<file path="config.mk">
export PLATFORM = sky130hd
export DESIGN_NAME = exeTop
export DESIGN_NICKNAME = d
export VERILOG_FILES = /design/src/cpuPkg.sv /design/src/mulDivIf.sv /design/src/alu.sv /design/src/branchSolve.sv /design/src/exeStage.sv /design/src/exeTop.sv /design/src/mulDivUnit.sv /design/src/stageReg.sv
export SDC_FILE = /design/constraint.sdc
export NUM_CORES = 2
export LEC_CHECK = 0
export BUFFER_PORTS_ARGS = -buffer_cell sky130_fd_sc_hd__buf_2
export CORE_UTILIZATION = 40
export DETAILED_ROUTE_END_ITERATION = 10
export SETUP_SLACK_MARGIN = 0.02
export SLEW_MARGIN = 20
export SYNTH_ARGS = -nofsm -noshare
export SYNTH_HDL_FRONTEND = slang
export SYNTH_SLANG_ARGS = --single-unit
</file>
<file path="constraint.sdc">
create_clock -name clk -period 14.8 [get_ports clk]
set_clock_uncertainty 0.15 [all_clocks]
set_input_delay 0.74 -clock clk [delete_from_list [all_inputs] [get_ports clk]]
set_output_delay 0.74 -clock clk [all_outputs]
set_load 0.005 [all_outputs]
</file>
<file path="src/cpuPkg.sv">
package cpuPkg;

    localparam int dataW    = 32;
    localparam int regAddrW = 5;

    typedef enum logic [3:0] {
        opAdd,
        opAddu,
        opSub,
        opSubu,
        opAnd,
        opOr,
        opXor,
        opNor,
        opSlt,
        opSltu,
        opSll,
        opSrl,
        opSra,
        opLui,
        opMult,   // goes to mulDivUnit
        opDiv     // goes to mulDivUnit
    } aluOpT;

    typedef enum logic [1:0] {
        brNone,
        brBeq,
        brBne,
        brJump    // jr style, target from busA
    } branchT;

    typedef enum logic [1:0] {
        dstRd,
        dstRt,
        dstRa     // link register 31
    } dstSelT;

    typedef enum logic [1:0] {
        wbAlu,
        wbHi,
        wbLo,
        wbPcAdd8
    } wbSelT;

    // decoded instruction held in the ID/EXE register
    typedef struct packed {
        logic                valid;
        logic [dataW-1:0]    pc;
        logic [dataW-1:0]    busA;
        logic [dataW-1:0]    busB;
        logic [dataW-1:0]    imm32;
        logic [4:0]          shamt;
        logic [regAddrW-1:0] rt;
        logic [regAddrW-1:0] rd;
        aluOpT               aluOp;
        logic                srcBImm;
        logic                useShamt;
        dstSelT              dstSel;
        wbSelT               wbSel;
        logic                regWr;
        branchT              branchType;
        logic                predTaken;
        logic [dataW-1:0]    predTarget;
    } idExeT;

    typedef struct packed {
        logic                valid;
        logic [dataW-1:0]    pc;
        logic [dataW-1:0]    result;
        logic [regAddrW-1:0] dst;
        logic                regWr;
        logic                overflow;
    } exeMemT;

endpackage

</file>
<file path="src/mulDivIf.sv">
interface mulDivIf import cpuPkg::*; ();

    logic             start;   // one cycle request
    aluOpT            op;
    logic [dataW-1:0] srcA;
    logic [dataW-1:0] srcB;
    logic             busy;
    logic             done;    // hi/lo just written
    logic [dataW-1:0] hi;
    logic [dataW-1:0] lo;

    modport exe (
        output start, op, srcA, srcB,
        input  busy, done, hi, lo
    );

    modport unit (
        input  start, op, srcA, srcB,
        output busy, done, hi, lo
    );

endinterface

</file>
<file path="src/alu.sv">
module alu import cpuPkg::*; (
    input  logic [dataW-1:0] a,
    input  logic [dataW-1:0] b,
    input  aluOpT            op,
    output logic [dataW-1:0] y,
    output logic             overflow
);

    logic [dataW-1:0] sum;
    logic [dataW-1:0] diff;
    logic [4:0]       sa;

    assign sum  = a + b;
    assign diff = a - b;
    assign sa   = a[4:0];    // shift amount rides on operand a

    always_comb begin
        y        = '0;
        overflow = 1'b0;
        case (op)
            opAdd: begin
                y = sum;
                // same signs in, different sign out
                overflow = (a[dataW-1] == b[dataW-1]) && (sum[dataW-1] != a[dataW-1]);
            end
            opAddu: y = sum;
            opSub: begin
                y = diff;
                overflow = (a[dataW-1] != b[dataW-1]) && (diff[dataW-1] != a[dataW-1]);
            end
            opSubu: y = diff;
            opAnd:  y = a & b;
            opOr:   y = a | b;
            opXor:  y = a ^ b;
            opNor:  y = ~(a | b);
            opSlt:  y = dataW'($signed(a) < $signed(b));
            opSltu: y = dataW'(a < b);
            opSll:  y = b << sa;
            opSrl:  y = b >> sa;
            opSra:  y = $signed(b) >>> sa;
            opLui:  y = {b[15:0], 16'b0};
            default: begin
                y = '0;    // mult/div results come back through hi/lo
            end
        endcase
    end

endmodule

</file>
<file path="src/branchSolve.sv">
module branchSolve import cpuPkg::*; (
    input  logic             valid,
    input  logic [dataW-1:0] pc,
    input  logic [dataW-1:0] busA,
    input  logic [dataW-1:0] busB,
    input  logic [dataW-1:0] imm32,
    input  branchT           branchType,
    input  logic             predTaken,
    input  logic [dataW-1:0] predTarget,
    output logic             predictionFailed,
    output logic [dataW-1:0] correctionVector
);

    logic             taken;
    logic [dataW-1:0] target;
    logic [dataW-1:0] pcAdd4;
    logic [dataW-1:0] pcAdd8;

    assign pcAdd4 = pc + dataW'(4);
    assign pcAdd8 = pc + dataW'(8);

    always_comb begin
        case (branchType)
            brBeq:   taken = (busA == busB);
            brBne:   taken = (busA != busB);
            brJump:  taken = 1'b1;
            default: taken = 1'b0;
        endcase
    end

    // word offset relative to the delay slot
    assign target = (branchType == brJump) ? busA : pcAdd4 + (imm32 << 2);

    // wrong direction, or right direction but wrong place
    assign predictionFailed = valid &&
                              ((taken != predTaken) || (taken && (target != predTarget)));

    assign correctionVector = !valid ? '0 : (taken ? target : pcAdd8);

endmodule

</file>
<file path="src/exeStage.sv">
module exeStage import cpuPkg::*; (
    input  logic             clk,
    input  logic             arstN,
    input  idExeT            ex,
    input  logic             flush,
    mulDivIf.exe             md,
    output exeMemT           out,
    output logic             predictionFailed,
    output logic [dataW-1:0] correctionVector,
    output logic             mulDivStall
);

    logic [dataW-1:0] opA;
    logic [dataW-1:0] opB;
    logic [dataW-1:0] aluY;
    logic             aluOverflow;
    logic             isMulDiv;
    logic             reqSent;

    assign isMulDiv = ex.valid && ((ex.aluOp == opMult) || (ex.aluOp == opDiv));

    assign opA = ex.useShamt ? dataW'(ex.shamt) : ex.busA;
    assign opB = ex.srcBImm ? ex.imm32 : ex.busB;

    alu uAlu (
        .a        (opA),
        .b        (opB),
        .op       (ex.aluOp),
        .y        (aluY),
        .overflow (aluOverflow)
    );

    branchSolve uBranchSolve (
        .valid            (ex.valid),
        .pc               (ex.pc),
        .busA             (ex.busA),
        .busB             (ex.busB),
        .imm32            (ex.imm32),
        .branchType       (ex.branchType),
        .predTaken        (ex.predTaken),
        .predTarget       (ex.predTarget),
        .predictionFailed (predictionFailed),
        .correctionVector (correctionVector)
    );

    // one request per mul/div instruction
    always_ff @(posedge clk or negedge arstN) begin
        if (!arstN) begin
            reqSent <= 1'b0;
        end else if (flush || md.done) begin
            reqSent <= 1'b0;
        end else if (md.start) begin
            reqSent <= 1'b1;
        end
    end

    assign md.start = isMulDiv && !md.busy && !md.done && !reqSent && !flush;
    assign md.op    = ex.aluOp;
    assign md.srcA  = ex.busA;
    assign md.srcB  = ex.busB;

    assign mulDivStall = isMulDiv && !md.done;

    always_comb begin
        out.valid = ex.valid;
        out.pc    = ex.pc;
        case (ex.wbSel)
            wbHi:     out.result = md.hi;
            wbLo:     out.result = md.lo;
            wbPcAdd8: out.result = ex.pc + dataW'(8);    // link address
            default:  out.result = aluY;
        endcase
        case (ex.dstSel)
            dstRt:   out.dst = ex.rt;
            dstRa:   out.dst = regAddrW'(31);
            default: out.dst = ex.rd;
        endcase
        out.overflow = aluOverflow;
        // no gpr write on overflow trap or for mult/div
        out.regWr    = ex.regWr && !aluOverflow && !isMulDiv;
    end

endmodule

</file>
<file path="src/exeTop.sv">
module exeTop import cpuPkg::*; #(
    parameter int mulDivCycles = 32
) (
    input  logic                clk,
    input  logic                arstN,
    input  logic                exeFlush,
    input  logic                exeWr,
    input  logic                idValid,
    input  logic [dataW-1:0]    idPc,
    input  logic [dataW-1:0]    idBusA,
    input  logic [dataW-1:0]    idBusB,
    input  logic [dataW-1:0]    idImm32,
    input  logic [4:0]          idShamt,
    input  logic [regAddrW-1:0] idRt,
    input  logic [regAddrW-1:0] idRd,
    input  aluOpT               idAluOp,
    input  logic                idSrcBImm,
    input  logic                idUseShamt,
    input  dstSelT              idDstSel,
    input  wbSelT               idWbSel,
    input  logic                idRegWr,
    input  branchT              idBranchType,
    input  logic                idPredTaken,
    input  logic [dataW-1:0]    idPredTarget,
    output logic                memValid,
    output logic [dataW-1:0]    memPc,
    output logic [dataW-1:0]    memResult,
    output logic [regAddrW-1:0] memDst,
    output logic                memRegWr,
    output logic                memOverflow,
    output logic                predictionFailed,
    output logic [dataW-1:0]    correctionVector,
    output logic                mulDivStall
);

    idExeT  idIn;
    idExeT  exIn;
    exeMemT exeOut;
    exeMemT memOut;

    mulDivIf mdBus ();

    assign idIn = '{
        valid:      idValid,
        pc:         idPc,
        busA:       idBusA,
        busB:       idBusB,
        imm32:      idImm32,
        shamt:      idShamt,
        rt:         idRt,
        rd:         idRd,
        aluOp:      idAluOp,
        srcBImm:    idSrcBImm,
        useShamt:   idUseShamt,
        dstSel:     idDstSel,
        wbSel:      idWbSel,
        regWr:      idRegWr,
        branchType: idBranchType,
        predTaken:  idPredTaken,
        predTarget: idPredTarget
    };

    stageReg #(.payloadT(idExeT)) uIdExe (
        .clk   (clk),
        .arstN (arstN),
        .flush (exeFlush),
        .load  (exeWr),
        .d     (idIn),
        .q     (exIn)
    );

    exeStage uExeStage (
        .clk              (clk),
        .arstN            (arstN),
        .ex               (exIn),
        .flush            (exeFlush),
        .md               (mdBus.exe),
        .out              (exeOut),
        .predictionFailed (predictionFailed),
        .correctionVector (correctionVector),
        .mulDivStall      (mulDivStall)
    );

    mulDivUnit #(.mulDivCycles(mulDivCycles)) uMulDiv (
        .clk   (clk),
        .arstN (arstN),
        .flush (exeFlush),
        .bus   (mdBus.unit)
    );

    // bubbles go downstream while mul/div is busy
    stageReg #(.payloadT(exeMemT)) uExeMem (
        .clk   (clk),
        .arstN (arstN),
        .flush (mulDivStall),
        .load  (!mulDivStall),
        .d     (exeOut),
        .q     (memOut)
    );

    assign memValid    = memOut.valid;
    assign memPc       = memOut.pc;
    assign memResult   = memOut.result;
    assign memDst      = memOut.dst;
    assign memRegWr    = memOut.regWr;
    assign memOverflow = memOut.overflow;

endmodule

</file>
<file path="src/mulDivUnit.sv">
module mulDivUnit import cpuPkg::*; #(
    parameter int mulDivCycles = 32
) (
    input logic   clk,
    input logic   arstN,
    input logic   flush,
    mulDivIf.unit bus
);

    localparam int cntW = $clog2(mulDivCycles + 1);

    logic [cntW-1:0]    cnt;
    logic               busy;
    logic               done;
    logic               finish;
    logic               step;
    logic               isDiv;
    logic [dataW-1:0]   accHi;     // product high / partial remainder
    logic [dataW-1:0]   accLo;     // product low / quotient
    logic [2*dataW-1:0] mcand;     // multiplicand, shifts left
    logic [dataW-1:0]   opB;       // multiplier or divisor
    logic [dataW:0]     remTry;
    logic [2*dataW-1:0] prodSum;
    logic [dataW-1:0]   hiReg;
    logic [dataW-1:0]   loReg;

    assign finish  = busy && (cnt == '0) && !flush;
    assign step    = busy && (cnt != '0);
    assign remTry  = {accHi, accLo[dataW-1]};    // next dividend bit shifted in
    assign prodSum = {accHi, accLo} + mcand;

    always_ff @(posedge clk or negedge arstN) begin
        if (!arstN) begin
            busy <= 1'b0;
            done <= 1'b0;
            cnt  <= '0;
        end else begin
            done <= finish;
            if (flush || finish) begin
                busy <= 1'b0;    // abort or complete
                cnt  <= '0;
            end else if (busy) begin
                cnt <= cnt - 1'b1;
            end else if (bus.start) begin
                busy <= 1'b1;
                cnt  <= cntW'(mulDivCycles);
            end
        end
    end

    // one iteration per busy cycle
    always_ff @(posedge clk) begin
        if (bus.start && !busy) begin
            isDiv <= (bus.op == opDiv);
            opB   <= bus.srcB;
            accHi <= '0;
            if (bus.op == opDiv) begin
                // dividend sits high so a short run still consumes it all
                accLo <= bus.srcA << (dataW - mulDivCycles);
                mcand <= '0;
            end else begin
                accLo <= '0;
                mcand <= {{dataW{1'b0}}, bus.srcA};
            end
        end else if (step) begin
            if (isDiv) begin
                if (remTry >= {1'b0, opB}) begin
                    accHi <= dataW'(remTry - {1'b0, opB});
                    accLo <= {accLo[dataW-2:0], 1'b1};
                end else begin
                    accHi <= remTry[dataW-1:0];
                    accLo <= {accLo[dataW-2:0], 1'b0};
                end
            end else begin
                if (opB[0]) begin
                    {accHi, accLo} <= prodSum;
                end
                mcand <= mcand << 1;
                opB   <= opB >> 1;
            end
        end
    end

    // remainder and quotient land where the product halves do
    always_ff @(posedge clk or negedge arstN) begin
        if (!arstN) begin
            hiReg <= '0;
            loReg <= '0;
        end else if (finish) begin
            hiReg <= accHi;
            loReg <= accLo;
        end
    end

    assign bus.busy = busy;
    assign bus.done = done;
    assign bus.hi   = hiReg;
    assign bus.lo   = loReg;

endmodule

</file>
<file path="src/stageReg.sv">
module stageReg #(
    parameter type payloadT = logic [7:0]
) (
    input  logic    clk,
    input  logic    arstN,
    input  logic    flush,
    input  logic    load,
    input  payloadT d,
    output payloadT q
);

    // flush wins over load, an all zero payload is a bubble
    always_ff @(posedge clk or negedge arstN) begin
        if (!arstN) begin
            q <= '0;
        end else if (flush) begin
            q <= '0;
        end else if (load) begin
            q <= d;
        end
    end

endmodule

</file>
==> summary.md <==
| Metric | Value |
|---|---|
| Most frequent cells in the layout | `nand2_1 (582), nor2_1 (507), a21oi_1 (404)` |
| GP Congestion | `around 1.1` |
| CTS-repair resized insts | `0` |
| Peak supply drop | `~0.097 mV` |
| Num CTS Buffers | `60` |
| Critical path peak fanout | `8` |
| DR pass1 iterations | `8` |
| Die ar. | `between 100000 and 150000 um^2` |
| Final setup viols | `0` |
| Initial antenna violation count | `15` |
| PD cells | `between 90 and 100 nW/um^2` |
| Worst-path clk slew | `0.06 ns` |
| DRC viols | `0` |
| DP HPWL | `approximately 140000 um` |
| Simple-Gate Fraction of Synth Area | `a little under a fifth` |
| Overflow after GRT | `0` |
| Ports | `300` |
| Synth Area in XOR/XNOR | `5.391%` |
| Post-synthesis net count | `5302` |
| Max incr delay on CP | `0.56 ns` |
| Max_cap viols | `0` |
| Via Count | `just under 40000` |
| Total GRT Usage | `around 36%` |
| TNS Setup | `0 ns` |
| Synth Warn # | `0` |
| Post-synth top flop | `dfrtp_1` |
| First DRT Iteration DRCs | `4872` |
| Post-Syn Area | `39730 um^2` |
| Largest family of logic cells by synthesized area | `compound AO/OA/AOI/OAI gates` |
| Mapped Cells | `4843` |
| Cell family contributing the most delay on the critical path | `compound AO/OA/AOI/OAI gates` |
| PortBufs | `299` |
| CP bufs+invs | `2` |
| Max-slew violations | `0` |
| Relative slew margins | `around 12%` |
| Area share of the largest cell type after synthesis | `21.10%` |
| Initial Util | `between 40% and 50%` |
| Placed Instances | `roughly 6200` |
| Die height | `about 320 um` |
| Worst-case clock buffer depth | `3` |
| CP cell instances | `ha_1 > ha_1 > inv_1 > fa_1 > nand2b_1 > a21oi_1 > o2111ai_1 > a21o_1 > a21oi_1 > o21ai_0 > o2111ai_1 > nand3_1 > a221oi_1 > o2111a_1 > a31oi_1 > buf_2` |
| Wire per inst | `a little under 30 um` |
| Asr flop ratio synth | `roughly two thirds` |
| Tightest Pin Transition | `approximately 1.3 ns` |
| Routed Antenna Nets | `0` |
| Num rows | `115` |
| Minimum clock period | `6.518 ns` |
| Final core occ | `~45%` |
| Max Freq | `153.4 MHz` |
| Syn Area/Cell | `between 8 and 9 um^2` |
| CP Launch Type | `flip-flop` |
| Yosys reg bits | `496` |
| Pin count of the biggest net entering global routing | `between 80 and 90` |
| DIE WIDTH | `approximately 320 um` |
| RSZ-0062 raised after global routing | `no` |
| CTS root buffer | `clkbuf_16` |
| WP data arrival | `between 5 and 6 ns` |
| Hold WC Path Type | `input pin to flip-flop` |
| Most common cell after layout, fill and taps aside | `nand2_1` |
| # clock sinks | `just under 500` |
| Setup CP Type | `flip-flop to output pin` |
| Number of global-route vias before repair | `36182` |
| Final net count | `~5400` |
| Post-synthesis mux area share | `8.704%` |
| Post-synthesis sequential area ratio | `about a third` |
| Hold Vio Cnt, Final | `0` |
| Tcrit/Tclk final | `~44%` |
| Status | `complete, no violations` |
| Slowest CP cell | `a21oi_1` |
| Number of enable flip-flop cells after synthesis | `129` |
| Core Area | `between 90000 and 100000 um^2` |
| Adder-Cell Fraction of Synth Area | `under 10%` |
| Htree depth | `2` |
| Synth area leader | `dfrtp_1` |
| Latest clock arrival within the worst-skew pair | `just over 0.7 ns` |
| CP endpoint kind | `output pin` |
| Post-synth cell types | `90` |
| Leak pwr | `around 20 nW` |
| TritonCTS clock tree | `yes` |
| Synth area leaders | `dfrtp_1 (21%), edfxtp_1 (9.7%), mux2i_1 (8.2%), ha_1 (8.2%), nand2_1 (5.5%)` |
| Compound-Gate Fraction of Synth Area | `a little over a fifth` |
| Final non-filler cell total | `6308` |
| Global-route wire length before repair | `~260000 um` |
| CP Data Required Time | `13.91 ns` |
| Routed wire length | `roughly 180000 um` |
| Layout cell share with drive strength beyond 1 | `a little over a tenth` |
| Layout Area Growth over Synthesis | `11.89%` |
| Via density | `roughly 6.2` |
==> where the power goes <==
part,leakage [nW],internal (mW),switching (mW)
Sequential,5.88,1.47,0.140
Clock,1.05,0.939,0.675
Combinational,13.5,0.439,0.781
==> final timing paths <==
path                       depth (start not counted)  slack, ns                  to               start
hold reg to reg                                    2       0.33  uMulDiv.bus.hi[10]  uMulDiv.bus.hi[10]
setup / recovery                                  16       8.28    predictionFailed       uIdExe.q[160]
max in group asynchronous                          4      11.81        uIdExe.q[98]               arstN
hold / removal                                     3       0.13       uIdExe.q[147]          idBusA[22]
setup reg to reg                                  16       8.69        uExeMem.q[7]        uIdExe.q[40]
min in group asynchronous                          2       0.45       uExeMem.q[63]               arstN
==> layout make-up <==
class,count,area [um^2]
clock buffer,74,1688
clock inverter,38,460.4
timing repair buffer,375,2096
antenna,10,25.02
tap,1287,1610
fill,9931,53960
multi-input combinational,3833,24940
sequential,496,12900
inverter,195,734.5
==> Yosys cell counts (all sizes together) (56+ instances only) <==
library cell  count
nor3             73
ha              260
edfxtp          129
clkbuf          253
mux2i           327
nor2b            56
a211oi           81
dfrtp           335
xnor2           163
nand2           582
inv             192
a21oi           405
buf              66
o211ai           58
and2             94
nand3            90
a21o             81
xor2             79
o21ai           348
nor2            509
==> logic make-up after synthesis <==
logic type,Yosys count
mux,342
xor+xnor,243
fa+ha+maj,265
simple gates,1661
flops,496
compound gates,1322
buf+inv,514
==> what timing repair did <==
item	4_1_cts	5_1_grt
hold buffers	1	0
hold endpoints to repair	81	0
buffers inserted	0	0
==> flip-flops by register name (all words and copies together), names as in the netlist <==
| register | flops |
|---|---|
| uMulDiv.bus.lo | 32 |
| uMulDiv.accHi | 32 |
| uIdExe.q | 190 |
| uMulDiv.bus.done | 1 |
| uExeMem.q | 72 |
| uMulDiv.accLo | 32 |
| uExeStage.reqSent | 1 |
| uMulDiv.cnt | 6 |
| uMulDiv.opB | 32 |
| uMulDiv.mcand | 64 |
| uMulDiv.bus.hi | 32 |
| uMulDiv.bus.busy | 1 |
| uMulDiv.isDiv | 1 |
==> stage by stage <==
stage | cell area (um^2) | power, mW | hold slack [ns] | worst slack (ns)
final | 44460 | 4.445 | 0.1274 | 8.282
after global routing | 44440 | 4.600 | 0.1288 | 7.966
after CTS | 44420 | 4.429 | 0.08899 | 8.435
after detailed placement | 42270 | 2.808 | 0.3115 | 8.833
after global placement | 42260 | 2.813 | 0.3054 | 9.037
after floorplan | 39730 | 2.328 | 0.2535 | 6.320
==> worst min-delay path: cells and delay by family <==
kind	cells	cell delay (ns)
AND/OR/NAND/NOR	1	0.08
buffers and inverters	1	0.07
multiplexers	1	0.05
==> layer usage <==
metal / up-vias / track usage (%) / wire [um] / share of wire, %
li1: 17505 / - / - / -
met1: 19006 / 48.11 / 76030 / 41
met2: 2158 / 52.67 / 78720 / 43
met3: 455 / 8.158 / 18150 / 9.9
met4: 6 / 18.51 / 10750 / 5.9
met5: - / 0 / 32 / 0.017
Power figures use the tool's default switching activity.
